===== src/hdl/rv_pkg.sv =====
`default_nettype none

package rv_pkg;

  localparam int XLEN   = 32;
  localparam int REG_AW = 5;

  // size code on the data port, only word accesses exist
  localparam logic [1:0] SIZE_WORD = 2'b10;

  typedef enum logic [3:0] {
    alu_add,
    alu_sub,
    alu_and,
    alu_or,
    alu_xor,
    alu_slt,
    alu_sltu,
    alu_sll,
    alu_srl,
    alu_sra,
    alu_pass_b
  } alu_op_e;

  typedef enum logic [2:0] {
    imm_i,
    imm_s,
    imm_b,
    imm_u,
    imm_j
  } imm_src_e;

  typedef enum logic [1:0] {
    res_alu,
    res_mem,
    res_pc_plus4
  } result_src_e;

  typedef enum logic [2:0] {
    br_none,
    br_eq,
    br_ne,
    br_lt,
    br_ge,
    br_ltu,
    br_geu,
    br_jump
  } branch_e;

  typedef enum logic [1:0] {
    fwd_reg,
    fwd_from_m,
    fwd_from_w
  } fwd_sel_e;

  // control bundles, each stage peels off its own fields
  typedef struct packed {
    logic        reg_write;
    result_src_e result_src;
  } ctrl_w_s;

  typedef struct packed {
    logic    mem_req;
    logic    mem_write;
    ctrl_w_s w;
  } ctrl_m_s;

  typedef struct packed {
    alu_op_e alu_op;
    logic    alu_src_imm;
    branch_e branch;
    ctrl_m_s m;
  } ctrl_e_s;

  // register numbers seen by the hazard unit
  typedef struct packed {
    logic [REG_AW-1:0] d_rs1;
    logic [REG_AW-1:0] d_rs2;
    logic [REG_AW-1:0] e_rs1;
    logic [REG_AW-1:0] e_rs2;
    logic [REG_AW-1:0] e_rd;
    logic [REG_AW-1:0] m_rd;
    logic [REG_AW-1:0] w_rd;
  } hz_regs_s;

  typedef struct packed {
    logic     f_stall;
    logic     d_stall;
    logic     d_flush;
    logic     e_flush;
    logic     m_stall;
    fwd_sel_e fwd_a;
    fwd_sel_e fwd_b;
  } hz_ctrl_s;

endpackage

`default_nettype wire

===== src/hdl/rv_core.sv =====
`default_nettype none

module rv_core import rv_pkg::*; #(
  parameter logic [XLEN-1:0] RESET_PC = '0
) (
  input  logic            clk,
  input  logic            arst_n,
  output logic [XLEN-1:0] imem_addr,
  input  logic [XLEN-1:0] imem_data,
  output logic            dmem_req,
  output logic            dmem_write,
  output logic [1:0]      dmem_size,
  output logic [XLEN-1:0] dmem_addr,
  output logic [XLEN-1:0] dmem_wdata,
  input  logic [XLEN-1:0] dmem_rdata,
  input  logic            dmem_ack_n
);

  logic [XLEN-1:0] inst_d;
  logic            branch_taken;
  imm_src_e        imm_src;
  ctrl_e_s         ctrl_e;
  ctrl_m_s         ctrl_m;
  ctrl_w_s         ctrl_w;
  hz_regs_s        regs;
  hz_ctrl_s        hz;

  // request lines come from the memory-stage bundle
  assign dmem_req   = ctrl_m.mem_req;
  assign dmem_write = ctrl_m.mem_write;
  assign dmem_size  = SIZE_WORD;

  rv_datapath #(
    .RESET_PC (RESET_PC)
  ) datapath_i (
    .clk          (clk),
    .arst_n       (arst_n),
    .imem_data    (imem_data),
    .dmem_rdata   (dmem_rdata),
    .imm_src      (imm_src),
    .ctrl_e       (ctrl_e),
    .ctrl_m       (ctrl_m),
    .ctrl_w       (ctrl_w),
    .hz           (hz),
    .imem_addr    (imem_addr),
    .dmem_addr    (dmem_addr),
    .dmem_wdata   (dmem_wdata),
    .inst_d       (inst_d),
    .branch_taken (branch_taken),
    .regs         (regs)
  );

  rv_controller controller_i (
    .clk          (clk),
    .arst_n       (arst_n),
    .inst         (inst_d),
    .branch_taken (branch_taken),
    .hz           (hz),
    .imm_src      (imm_src),
    .ctrl_e       (ctrl_e),
    .ctrl_m       (ctrl_m),
    .ctrl_w       (ctrl_w)
  );

  rv_hazard hazard_i (
    .regs         (regs),
    .ctrl_e       (ctrl_e),
    .ctrl_m       (ctrl_m),
    .ctrl_w       (ctrl_w),
    .branch_taken (branch_taken),
    .dmem_req     (dmem_req),
    .dmem_ack_n   (dmem_ack_n),
    .hz           (hz)
  );

endmodule

`default_nettype wire


===== src/hdl/rv_datapath.sv =====
`default_nettype none

module rv_datapath import rv_pkg::*; #(
  parameter logic [XLEN-1:0] RESET_PC = '0
) (
  input  logic            clk,
  input  logic            arst_n,
  input  logic [XLEN-1:0] imem_data,
  input  logic [XLEN-1:0] dmem_rdata,
  input  imm_src_e        imm_src,
  input  ctrl_e_s         ctrl_e,
  input  ctrl_m_s         ctrl_m,
  input  ctrl_w_s         ctrl_w,
  input  hz_ctrl_s        hz,
  output logic [XLEN-1:0] imem_addr,
  output logic [XLEN-1:0] dmem_addr,
  output logic [XLEN-1:0] dmem_wdata,
  output logic [XLEN-1:0] inst_d,
  output logic            branch_taken,
  output hz_regs_s        regs
);

  logic [XLEN-1:0]   pc_f, pc_plus4_f, pc_d, pc_plus4_d;
  logic [XLEN-1:0]   imm_d, rdata1_d, rdata2_d;
  logic [XLEN-1:0]   rdata1_e, rdata2_e, imm_e, pc_e, pc_plus4_e;
  logic [XLEN-1:0]   src_a_e, store_data_e, src_b_e, alu_result_e, target_e;
  logic              zero_e, lt_e, ltu_e;
  logic [XLEN-1:0]   alu_m, wdata_m, pc_plus4_m;
  logic [XLEN-1:0]   alu_w, rdata_w, pc_plus4_w, result_w;
  logic [REG_AW-1:0] rs1_e, rs2_e, rd_e, rd_m, rd_w;

  function automatic logic [XLEN-1:0] fwd_mux(
    input fwd_sel_e        sel,
    input logic [XLEN-1:0] reg_val,
    input logic [XLEN-1:0] m_val,
    input logic [XLEN-1:0] w_val
  );
    case (sel)
      fwd_from_m: return m_val;
      fwd_from_w: return w_val;
      default:    return reg_val;
    endcase
  endfunction

  // fetch
  assign pc_plus4_f = pc_f + XLEN'(4);
  assign imem_addr  = pc_f;

  always_ff @(posedge clk or negedge arst_n) begin
    if (!arst_n) begin
      pc_f <= RESET_PC;
    end else if (!hz.f_stall) begin
      pc_f <= branch_taken ? target_e : pc_plus4_f;
    end
  end

  // all-zero word decodes as a bubble
  always_ff @(posedge clk or negedge arst_n) begin
    if (!arst_n) begin
      inst_d <= '0;
    end else if (!hz.d_stall) begin
      inst_d <= hz.d_flush ? '0 : imem_data;
    end
  end

  always_ff @(posedge clk) begin
    if (!hz.d_stall) begin
      pc_d       <= pc_f;
      pc_plus4_d <= pc_plus4_f;
    end
  end

  // decode
  always_comb begin
    case (imm_src)
      imm_s:   imm_d = {{20{inst_d[31]}}, inst_d[31:25], inst_d[11:7]};
      imm_b:   imm_d = {{19{inst_d[31]}}, inst_d[31], inst_d[7], inst_d[30:25],
                        inst_d[11:8], 1'b0};
      imm_u:   imm_d = {inst_d[31:12], 12'b0};
      imm_j:   imm_d = {{11{inst_d[31]}}, inst_d[31], inst_d[19:12], inst_d[20],
                        inst_d[30:21], 1'b0};
      default: imm_d = {{20{inst_d[31]}}, inst_d[31:20]};
    endcase
  end

  rv_regfile regfile_i (
    .clk    (clk),
    .arst_n (arst_n),
    .rs1    (inst_d[19:15]),
    .rs2    (inst_d[24:20]),
    .rd     (rd_w),
    .wdata  (result_w),
    .we     (ctrl_w.reg_write),
    .rdata1 (rdata1_d),
    .rdata2 (rdata2_d)
  );

  // register numbers drive hazard checks, so they get a reset
  always_ff @(posedge clk or negedge arst_n) begin
    if (!arst_n) begin
      rs1_e <= '0;
      rs2_e <= '0;
      rd_e  <= '0;
      rd_m  <= '0;
      rd_w  <= '0;
    end else if (!hz.m_stall) begin
      rs1_e <= inst_d[19:15];
      rs2_e <= inst_d[24:20];
      rd_e  <= inst_d[11:7];
      rd_m  <= rd_e;
      rd_w  <= rd_m;
    end
  end

  always_ff @(posedge clk) begin
    if (!hz.m_stall) begin
      rdata1_e   <= rdata1_d;
      rdata2_e   <= rdata2_d;
      imm_e      <= imm_d;
      pc_e       <= pc_d;
      pc_plus4_e <= pc_plus4_d;
    end
  end

  // execute
  assign src_a_e      = fwd_mux(hz.fwd_a, rdata1_e, alu_m, result_w);
  assign store_data_e = fwd_mux(hz.fwd_b, rdata2_e, alu_m, result_w);
  assign src_b_e      = ctrl_e.alu_src_imm ? imm_e : store_data_e;
  assign target_e     = pc_e + imm_e;

  rv_alu alu_i (
    .a      (src_a_e),
    .b      (src_b_e),
    .op     (ctrl_e.alu_op),
    .result (alu_result_e),
    .zero   (zero_e),
    .lt     (lt_e),
    .ltu    (ltu_e)
  );

  always_comb begin
    case (ctrl_e.branch)
      br_eq:   branch_taken = zero_e;
      br_ne:   branch_taken = !zero_e;
      br_lt:   branch_taken = lt_e;
      br_ge:   branch_taken = !lt_e;
      br_ltu:  branch_taken = ltu_e;
      br_geu:  branch_taken = !ltu_e;
      br_jump: branch_taken = 1'b1;
      default: branch_taken = 1'b0;
    endcase
  end

  // memory and writeback
  always_ff @(posedge clk) begin
    if (!hz.m_stall) begin
      alu_m      <= alu_result_e;
      wdata_m    <= store_data_e;
      pc_plus4_m <= pc_plus4_e;
      alu_w      <= alu_m;
      pc_plus4_w <= pc_plus4_m;
      // load data only taken when the acknowledge ends the read
      if (ctrl_m.mem_req && !ctrl_m.mem_write) begin
        rdata_w <= dmem_rdata;
      end
    end
  end

  assign dmem_addr  = alu_m;
  assign dmem_wdata = wdata_m;

  always_comb begin
    case (ctrl_w.result_src)
      res_mem:      result_w = rdata_w;
      res_pc_plus4: result_w = pc_plus4_w;
      default:      result_w = alu_w;
    endcase
  end

  assign regs = '{
    d_rs1: inst_d[19:15],
    d_rs2: inst_d[24:20],
    e_rs1: rs1_e,
    e_rs2: rs2_e,
    e_rd:  rd_e,
    m_rd:  rd_m,
    w_rd:  rd_w
  };

  a_pc_aligned: assert property (@(posedge clk) disable iff (!arst_n)
    pc_f[1:0] == 2'b00);

endmodule

`default_nettype wire


===== src/hdl/rv_hazard.sv =====
`default_nettype none

module rv_hazard import rv_pkg::*; (
  input  hz_regs_s regs,
  input  ctrl_e_s  ctrl_e,
  input  ctrl_m_s  ctrl_m,
  input  ctrl_w_s  ctrl_w,
  input  logic     branch_taken,
  input  logic     dmem_req,
  input  logic     dmem_ack_n,
  output hz_ctrl_s hz
);

  logic mem_wait;
  logic lw_stall;

  // youngest producer wins, x0 never forwards
  function automatic fwd_sel_e pick_fwd(
    input logic [REG_AW-1:0] rs,
    input logic [REG_AW-1:0] m_rd,
    input logic              m_we,
    input logic [REG_AW-1:0] w_rd,
    input logic              w_we
  );
    fwd_sel_e sel;
    sel = fwd_reg;
    if (rs != '0 && m_we && m_rd == rs) begin
      sel = fwd_from_m;
    end else if (rs != '0 && w_we && w_rd == rs) begin
      sel = fwd_from_w;
    end
    return sel;
  endfunction

  always_comb begin
    mem_wait = dmem_req && dmem_ack_n;
    // load in execute feeding the instruction in decode
    lw_stall = ctrl_e.m.w.reg_write && ctrl_e.m.w.result_src == res_mem &&
               regs.e_rd != '0 &&
               (regs.e_rd == regs.d_rs1 || regs.e_rd == regs.d_rs2);

    hz.fwd_a = pick_fwd(regs.e_rs1, regs.m_rd, ctrl_m.w.reg_write,
                        regs.w_rd, ctrl_w.reg_write);
    hz.fwd_b = pick_fwd(regs.e_rs2, regs.m_rd, ctrl_m.w.reg_write,
                        regs.w_rd, ctrl_w.reg_write);

    // pending data access freezes everything and blocks flushes
    hz.m_stall = mem_wait;
    hz.f_stall = mem_wait || lw_stall;
    hz.d_stall = mem_wait || lw_stall;
    hz.d_flush = !mem_wait && branch_taken;
    hz.e_flush = !mem_wait && (branch_taken || lw_stall);
  end

endmodule

`default_nettype wire


===== src/hdl/rv_controller.sv =====
`default_nettype none

module rv_controller import rv_pkg::*; (
  input  logic            clk,
  input  logic            arst_n,
  input  logic [XLEN-1:0] inst,
  input  logic            branch_taken,
  input  hz_ctrl_s        hz,
  output imm_src_e        imm_src,
  output ctrl_e_s         ctrl_e,
  output ctrl_m_s         ctrl_m,
  output ctrl_w_s         ctrl_w
);

  localparam logic [6:0] op_reg    = 7'b0110011;
  localparam logic [6:0] op_imm    = 7'b0010011;
  localparam logic [6:0] op_lui    = 7'b0110111;
  localparam logic [6:0] op_load   = 7'b0000011;
  localparam logic [6:0] op_store  = 7'b0100011;
  localparam logic [6:0] op_branch = 7'b1100011;
  localparam logic [6:0] op_jal    = 7'b1101111;

  logic [6:0] opcode;
  logic [2:0] funct3;
  alu_op_e    arith_op;
  ctrl_e_s    ctrl_d;

  assign opcode = inst[6:0];
  assign funct3 = inst[14:12];

  // funct3 map shared by register and immediate forms
  // bit 30 picks sub only for register ops, sra for both
  always_comb begin
    case (funct3)
      3'b000:  arith_op = (opcode == op_reg && inst[30]) ? alu_sub : alu_add;
      3'b001:  arith_op = alu_sll;
      3'b010:  arith_op = alu_slt;
      3'b011:  arith_op = alu_sltu;
      3'b100:  arith_op = alu_xor;
      3'b101:  arith_op = inst[30] ? alu_sra : alu_srl;
      3'b110:  arith_op = alu_or;
      default: arith_op = alu_and;
    endcase
  end

  // anything not listed stays an all-zero bubble
  always_comb begin
    ctrl_d  = '0;
    imm_src = imm_i;
    case (opcode)
      op_reg: begin
        ctrl_d.alu_op        = arith_op;
        ctrl_d.m.w.reg_write = 1'b1;
      end
      op_imm: begin
        ctrl_d.alu_op        = arith_op;
        ctrl_d.alu_src_imm   = 1'b1;
        ctrl_d.m.w.reg_write = 1'b1;
      end
      op_lui: begin
        imm_src              = imm_u;
        ctrl_d.alu_op        = alu_pass_b;
        ctrl_d.alu_src_imm   = 1'b1;
        ctrl_d.m.w.reg_write = 1'b1;
      end
      op_load: begin
        if (funct3 == 3'b010) begin
          ctrl_d.alu_src_imm    = 1'b1;
          ctrl_d.m.mem_req      = 1'b1;
          ctrl_d.m.w.reg_write  = 1'b1;
          ctrl_d.m.w.result_src = res_mem;
        end
      end
      op_store: begin
        imm_src = imm_s;
        if (funct3 == 3'b010) begin
          ctrl_d.alu_src_imm = 1'b1;
          ctrl_d.m.mem_req   = 1'b1;
          ctrl_d.m.mem_write = 1'b1;
        end
      end
      op_branch: begin
        imm_src       = imm_b;
        ctrl_d.alu_op = alu_sub;
        case (funct3)
          3'b000:  ctrl_d.branch = br_eq;
          3'b001:  ctrl_d.branch = br_ne;
          3'b100:  ctrl_d.branch = br_lt;
          3'b101:  ctrl_d.branch = br_ge;
          3'b110:  ctrl_d.branch = br_ltu;
          3'b111:  ctrl_d.branch = br_geu;
          default: ctrl_d.branch = br_none;
        endcase
      end
      op_jal: begin
        imm_src               = imm_j;
        ctrl_d.branch         = br_jump;
        ctrl_d.m.w.reg_write  = 1'b1;
        ctrl_d.m.w.result_src = res_pc_plus4;
      end
      default: begin
      end
    endcase
  end

  // E/M/W control pipeline, frozen while memory is busy
  always_ff @(posedge clk or negedge arst_n) begin
    if (!arst_n) begin
      ctrl_e <= '0;
      ctrl_m <= '0;
      ctrl_w <= '0;
    end else if (!hz.m_stall) begin
      if (hz.e_flush) begin
        ctrl_e <= '0;
      end else begin
        ctrl_e <= ctrl_d;
      end
      ctrl_m <= ctrl_e.m;
      ctrl_w <= ctrl_m.w;
    end
  end

  a_store_is_request: assert property (@(posedge clk) disable iff (!arst_n)
    ctrl_m.mem_write |-> ctrl_m.mem_req);

  // a taken branch leaves a bubble in execute
  a_branch_flush: assert property (@(posedge clk) disable iff (!arst_n)
    (branch_taken && !hz.m_stall) |=> ctrl_e == '0);

endmodule

`default_nettype wire


===== src/hdl/rv_regfile.sv =====
`default_nettype none

module rv_regfile import rv_pkg::*; (
  input  logic              clk,
  input  logic              arst_n,
  input  logic [REG_AW-1:0] rs1,
  input  logic [REG_AW-1:0] rs2,
  input  logic [REG_AW-1:0] rd,
  input  logic [XLEN-1:0]   wdata,
  input  logic              we,
  output logic [XLEN-1:0]   rdata1,
  output logic [XLEN-1:0]   rdata2
);

  // x0 has no storage
  logic [XLEN-1:0] regs [1:2**REG_AW-1];

  always_ff @(posedge clk) begin
    if (we && rd != '0) begin
      regs[rd] <= wdata;
    end
  end

  // write-through, decode sees the value being written back
  always_comb begin
    if (rs1 == '0) begin
      rdata1 = '0;
    end else if (we && rd == rs1) begin
      rdata1 = wdata;
    end else begin
      rdata1 = regs[rs1];
    end
  end

  always_comb begin
    if (rs2 == '0) begin
      rdata2 = '0;
    end else if (we && rd == rs2) begin
      rdata2 = wdata;
    end else begin
      rdata2 = regs[rs2];
    end
  end

  // a written register reads back its new value one cycle later
  a_write_reads_back: assert property (@(posedge clk) disable iff (!arst_n)
    (we && rd != '0) ##1 (rs1 == $past(rd) && !(we && rd == rs1))
      |-> rdata1 == $past(wdata));

endmodule

`default_nettype wire


===== src/hdl/rv_alu.sv =====
`default_nettype none

module rv_alu import rv_pkg::*; (
  input  logic [XLEN-1:0] a,
  input  logic [XLEN-1:0] b,
  input  alu_op_e         op,
  output logic [XLEN-1:0] result,
  output logic            zero,
  output logic            lt,
  output logic            ltu
);

  logic [$clog2(XLEN)-1:0] shamt;

  assign shamt = b[$clog2(XLEN)-1:0];

  // compare flags come straight from the operands
  assign lt  = $signed(a) < $signed(b);
  assign ltu = a < b;

  always_comb begin
    case (op)
      alu_add:    result = a + b;
      alu_sub:    result = a - b;
      alu_and:    result = a & b;
      alu_or:     result = a | b;
      alu_xor:    result = a ^ b;
      alu_slt:    result = {{(XLEN-1){1'b0}}, lt};
      alu_sltu:   result = {{(XLEN-1){1'b0}}, ltu};
      alu_sll:    result = a << shamt;
      alu_srl:    result = a >> shamt;
      alu_sra:    result = $signed(a) >>> shamt;
      alu_pass_b: result = b;
      default:    result = a + b;
    endcase
  end

  // equality for branches, op is sub there
  assign zero = (result == '0);

endmodule

`default_nettype wire


===== config.mk =====
export PLATFORM = sky130hd
export DESIGN_NAME = rv_core
export DESIGN_NICKNAME = d
export VERILOG_FILES = /design/src/hdl/rv_pkg.sv /design/src/hdl/rv_core.sv /design/src/hdl/rv_datapath.sv /design/src/hdl/rv_hazard.sv /design/src/hdl/rv_controller.sv /design/src/hdl/rv_regfile.sv /design/src/hdl/rv_alu.sv
export SDC_FILE = /design/constraint.sdc
export NUM_CORES = 2
export LEC_CHECK = 0
export BUFFER_PORTS_ARGS = -buffer_cell sky130_fd_sc_hd__clkbuf_2
export CORE_MARGIN = 2
export CORE_UTILIZATION = 25
export DETAILED_ROUTE_END_ITERATION = 16
export HOLD_SLACK_MARGIN = 0.1
export SLEW_MARGIN = 40
export SYNTH_ARGS = -nofsm -noshare
export SYNTH_HDL_FRONTEND = slang
export SYNTH_SLANG_ARGS = --single-unit

===== constraint.sdc =====
create_clock -name clk -period 10.5 [get_ports clk]
set_clock_uncertainty 0.2 [all_clocks]
set_input_delay 1.05 -clock clk [delete_from_list [all_inputs] [get_ports clk]]
set_output_delay 1.05 -clock clk [all_outputs]
set_load 0.02 [all_outputs]

After elaboration in Yosys (flattened, before gate mapping)
Memories as Yosys holds them, arrays and structs flattened. A register that Yosys moved wholly into a read port is not among the register bits.
Index checks and enable logic that the tools add are counted.
Widths: inputs -> output; s select.
Word-level totals
  memories: 1
  bits in writable memories: 992
  bits of input ports: 67
  flip-flop bits (word level): 462
  output and inout port bits: 100
  logic and storage cells: 164
Memories
  datapath_i.regfile_i.regs: depth 31, bits a word 32, rd ports 2, clocked after memory_dff 2, wr ports 1, RTL line rv_regfile.sv:16  | logic [XLEN-1:0] regs [1:2**REG_AW-1];
Operators by class
  add/subtract/negate cells: 4
  equal/unequal tests: 48
  magnitude comparators: 2
  multiplexer cells: 31
  shifts and indexed selects: 3
  reductions and logical operators: 40
  bitwise operators: 4
Operators with widths (count)
  $pmux 32 s10: 1
  $pmux 32 s2: 3
  $pmux 31 s4: 1
  $mux 32: 3
  $add 32x32->32: 2
  $lt 32x32->1: 2
  $add 32x3->32 const B: 1
  $and 32x32->32: 1
  $logic_not 32->1: 1
  $or 32x32->32: 1
  $shl 32x5->32: 1
  $shr 32x5->32: 1
  $sshr 32x5->32: 1
  $sub 32x32->32: 1
  $xor 32x32->32: 1
  $eq 5x5->1: 6
  $pmux 4 s7: 1
  $eq 3x3->1 const B: 9
  $eq 7x6->1 const B: 3
  $reduce_bool 5->1: 4
  $eq 3x2->1 const B: 6
  $pmux 3 s6: 1
  $logic_and 1x1->1: 17
  $eq 4x3->1 const B: 4
  other kinds (27): 60

Longest topological paths before layout
  depth after elaboration: 16
  gate-level depth with buffers: 33
  depth with buffers taken out: 29

By module
Synthesis repeated with hierarchy kept, for this count alone.
Second synthesis, totals
  cell total of the unflattened synthesis: 6039
  area total of the unflattened synthesis: 80231.9 µm²
Modules (own cells, without submodules)
  rv_regfile: area an instance 47200.3 µm², cells each 2759, times used 1
  rv_datapath: area an instance 21252.9 µm², cells each 1590, times used 1
  rv_alu: area an instance 10202.3 µm², cells each 1526, times used 1
  rv_controller: area an instance 1076.0 µm², cells each 99, times used 1
  rv_hazard: area an instance 478.0 µm², cells each 61, times used 1
  rv_core: area an instance 22.5 µm², cells each 4, times used 1

Least setup slack after synthesis
OpenSTA, ideal clock, no wires.
  path kind: input port to flip-flop
  start: in dmem_ack_n
  end: reg datapath_i.alu_w[0] (enable)
  setup slack: -765 ps
  buffers on the path: 2
  stages on the path: 4
  arrival time: 10257 ps
  required time: 9492 ps
  path through: and2_1 clkbuf_1 inv_2 clkbuf_1
Between the ends
  longest elaborated chain between the ends: 1
Ends and longest elaborated chain
  from (decl): RTL line rv_core.sv:16  | input logic dmem_ack_n
  $logic_and 1x1->1: RTL line rv_hazard.sv:36  | mem_wait = dmem_req && dmem_ack_n;
  to (signal assigned): RTL line rv_datapath.sv:160  | alu_w <= alu_m;
  to (decl): RTL line rv_datapath.sv:29  | logic [XLEN-1:0] alu_w, rdata_w, pc_plus4_w, result_w;
No other way between the ends.
A chain may end at the register's enable or synchronous reset.

Final worst setup path
  start: reg controller_i.ctrl_w[0] (netlist name)
  end: reg datapath_i.inst_d[5]
Between the ends
  longest elaborated chain between the ends: 11
  elaborated cells on any way between the ends: 24
  classes of those cells: add/sub (2); order compare (2); eq/ne (2); shift (3); mux (7); bitwise (3); reduce/logical (5)
Ends and longest elaborated chain
  $eq 2x2->1 or $eq 2x1->1 (tied branches): RTL line rv_datapath.sv:173  | case (ctrl_w.result_src)
  $pmux 32 s2 (*): RTL line rv_datapath.sv:173
  via datapath_i.regfile_i.wdata[6]: RTL line rv_regfile.sv:9  | input logic [XLEN-1:0] wdata,
  $pmux 32 s2 (*): RTL line rv_datapath.sv:38  | case (sel)
  via datapath_i.store_data_e[6]: RTL line rv_datapath.sv:26  | logic [XLEN-1:0] src_a_e, store_data_e, src_b_e, alu_result_e, target_e;
  $mux 32 (*): RTL line rv_datapath.sv:128  | assign src_b_e = ctrl_e.alu_src_imm ? imm_e : store_data_e;
  $add 32x32->32 or $sub 32x32->32 (tied branches): RTL line rv_alu.sv:23, rv_alu.sv:34, rv_alu.sv:24
  $pmux 32 s10 (*): RTL line rv_alu.sv:22  | case (op)
  via datapath_i.alu_i.result[30]: RTL line rv_alu.sv:7  | output logic [XLEN-1:0] result,
  $logic_not 32->1 (*): RTL line rv_alu.sv:39  | assign zero = (result == '0);
  $logic_not 1->1: RTL line rv_datapath.sv:144  | br_ne: branch_taken = !zero_e;
  $pmux 1 s7 (*): RTL line rv_datapath.sv:142  | case (ctrl_e.branch)
  $logic_and 1x1->1 (*): RTL line rv_hazard.sv:51  | hz.d_flush = !mem_wait && branch_taken;
  $mux 32 (*): RTL line rv_datapath.sv:62  | inst_d <= hz.d_flush ? '0 : imem_data;
  to (signal assigned): RTL line rv_datapath.sv:62
  to (decl): RTL line rv_datapath.sv:18  | output logic [XLEN-1:0] inst_d,
The timed path passes the listed nets; every way through them passes the cells marked *.

==> run metrics <==
CP startpoint kind=flip-flop; WL final=310,000 um; CP arrival=9.80 ns; gpl congestion=0.984; CTS Buffer Depth=3; Clock transition at path regs=0.06 ns; Synth area leaders=edfxtp_1 (54%), mux4_2 (8.9%), mux2i_1 (5.6%), dfrtp_1 (3.5%), a21oi_1 (2.4%); die area=317,000 sq um; Initial Util=25.1%; MaxCap Viol Count=0; R2R depth=29; Clock Power Share=30.5%; layout cells sized above 1=18.3%; post-synth cell types=96; Worst R2R Start=controller_i.ctrl_w[0]; sequential area share after synthesis=57.5%; commonest non-fill, non-tap cell in the layout=edfxtp_1; CP dominant cell by count=buf_4; CP endpoint kind=flip-flop; Clk Latency, worst-skew pair=0.84 ns; FMAX=107 MHz; Reg-to-Reg End=datapath_i.inst_d[5]; post-DP HPWL=205,000 um; Routed Antenna Nets=0; maximum fanout along the worst path=39; initial antenna violation count=15; Synth area leader=edfxtp_1; Most used DFF post-synth=edfxtp_1; worst endpoint required time=10.96 ns; VDD IR max=152 uV; GR Overflow Total=0; Finish-stage setup viols=0; Reg power frac=45.4%; max_slew headroom=38.2%; DR iter-0 viols=8,270; crit path from=controller_i.ctrl_w[0]; CTS Root Buffer Type=clkbuf_16; Leak Pwr=30.9 nW; die height=563 um; H-tree depth=4; Syn Area/Cell=12.9 sq um; ys async rst share=7.27%; nets=6,367; share of the synthesized area in the top cell type=54.0%; number of synthesized flops with an enable pin=1,404; PortBufs=164; NetSw=6.44 mW; syn_nets=6,273; number of CTS-inserted buffers=165; GRT Resource Usage Total=18.9%; via density per instance=5.59; io pins=167; number of global-route vias before repair=55,900; CTS tree=done; Yosys reg bits=1,514; most frequent cells in the layout=edfxtp_1 (1,404), nand2_1 (470), mux2i_1 (426), a21oi_1 (367), mux4_2 (307); final hold vios=0; clock net sink count=1,514; Mapped Area=78,000 sq um; CP max stage delay=0.84 ns; RSZ-0062 raised after global routing=no; Resized cells post-CTS=0; row count=205; Cell Area, Placed=84,900 sq um; via count=58,400; Ys Warns=0; worst hold path class=input pin to flip-flop; switching share of power=33.7%; final slew viol count=0; total power=19.1 mW; flop-to-flop setup slack=1.15 ns; routed len/inst=29.7 um; Finished Cell Area=90,400 sq um; first-pass iteration count of the detailed router=8; minimum clock period=9.35 ns; first-pass GRT wire length=432,000 um; residual DRC count=0; floorplan die width=563 um; PD cells=211 nW/um^2; fin crit share=89.0%; Final TNS setup=0 ns; run status=completed; core area=311,000 sq um; largest net degree at the start of global routing=122; CP max-delay cell=a2111oi_0; P_int=12.6 mW; combinational power share=24.2%; Slew @ Worst Pin=0.909 ns; Critical Path Sink=datapath_i.inst_d[5]; CP Class=flip-flop to flip-flop; area delta synth->final=15.9%; Syn Inst Count=6,072
## worst max-delay path: cells and delay by family, from the launching register on
family          cells  cell delay, ns
mux                 2            0.61
fa+ha+maj           2            0.92
buf+inv             7            1.52
simple gates        6            1.66
compound gates     12            3.85
flops               1            0.36
## final cells by class
type                       count  area (sq um)
antenna                        6          15.0
clock buffer                 216          4480
clock inverter                86           847
fill                       31200        221000
inverter                     120           465
multi-input combinational   3979         31600
sequential                  1514         44900
tap                         4140          5180
timing repair buffer         386          2930
## metrics by stage
step / worst slack, ns / cells / util [%] / hold WS [ns]
5_1_grt: 0.692 / 10400 / 29.1 / 0.163
2_1_floorplan: 2.23 / 6072 / - / 0.200
4_1_cts: 1.22 / 10400 / 29.0 / 0.145
6_report: 1.15 / 10400 / 29.1 / 0.188
3_3_place_gp: 1.22 / 10100 / 27.1 / 0.200
3_5_place_dp: 1.32 / 10100 / 27.3 / 0.205
## power by group through the flow
stage	registers (mW)	clock network, mW	logic (mW)
finish	8.65	5.81	4.61
global route	8.68	6.09	4.86
CTS	8.64	5.87	4.50
detailed placement	8.75	0	4.47
global placement	8.75	0	4.43
floorplan	8.49	0	2.50
## flip-flops by register name, summed over array words and instances (netlist names)
register                   cells
datapath_i.regfile_i.regs    992
datapath_i.alu_w              32
datapath_i.dmem_addr          32
datapath_i.dmem_wdata         32
datapath_i.imem_addr          32
datapath_i.imm_e              32
datapath_i.inst_d             32
datapath_i.pc_plus4_d         32
datapath_i.pc_plus4_e         32
datapath_i.pc_plus4_m         32
datapath_i.pc_plus4_w         32
datapath_i.rdata1_e           32
datapath_i.rdata2_e           32
datapath_i.rdata_w            32
datapath_i.pc_d               30
datapath_i.pc_e               30
controller_i.ctrl_e           13
controller_i.ctrl_m            5
datapath_i.rd_e                5
datapath_i.rd_m                5
datapath_i.rd_w                5
datapath_i.rs1_e               5
datapath_i.rs2_e               5
controller_i.ctrl_w            3
## layer usage
layer	vias up	track usage [%]	share of wire, %
met4	8	9.01	5.4
met1	30000	25.4	40
met5	-	0	0.015
met3	729	3.35	9.1
li1	24200	-	-
met2	3467	29.4	45
## cells in the mapped netlist (all sizes together) (17+ instances only)
library cell  instances
o22ai               139
o221ai              129
xor2                 30
nand4                25
mux4                307
edfxtp             1404
inv                 116
mux2i               434
nand2b               24
a22oi                61
o211ai               63
dfrtp               110
clkbuf              314
a221oi               17
a21oi               368
buf                 145
o21ai               412
a21o                 57
nor2b                28
a31oi                64
nand3               212
mux2                 57
nor3                130
a211oi              134
ha                  131
and3                 21
nor2                328
nand2               472
xnor2                85
## logic make-up after synthesis
| family | Yosys count | synth area share, % |
|---|---|---|
| buf+inv | 579 | 2.90 |
| mux | 798 | 15.3 |
| fa+ha+maj | 134 | 2.18 |
| simple gates | 1326 | 7.63 |
| other cells | 2 | 0.00962 |
| flops | 1514 | 57.5 |
| compound gates | 1604 | 13.2 |
| xor+xnor | 115 | 1.29 |
## how the worst min path moves through the flow
| stage | startpoint | endpoint | slack, ns | cells after the start |
|---|---|---|---|---|
| final | dmem_rdata[5] | datapath_i.rdata_w[5] | 0.19 | 1 |
| after global routing | dmem_rdata[5] | datapath_i.rdata_w[5] | 0.16 | 1 |
| after CTS | dmem_rdata[5] | datapath_i.rdata_w[5] | 0.14 | 1 |
| after detailed placement | datapath_i.pc_d[14] | datapath_i.pc_e[14] | 0.20 | 0 |
| after global placement | datapath_i.pc_d[9] | datapath_i.pc_e[9] | 0.20 | 0 |
| after floorplan | datapath_i.pc_d[10] | datapath_i.pc_e[10] | 0.20 | 0 |
## repair_timing
action,in CTS,in global routing
buffers inserted,0,0
endpoints found under the setup margin,0,0
hold buffers,1,0
endpoints found under the hold margin,40,0
No activity file was read; power rests on OpenSTA's default activity.
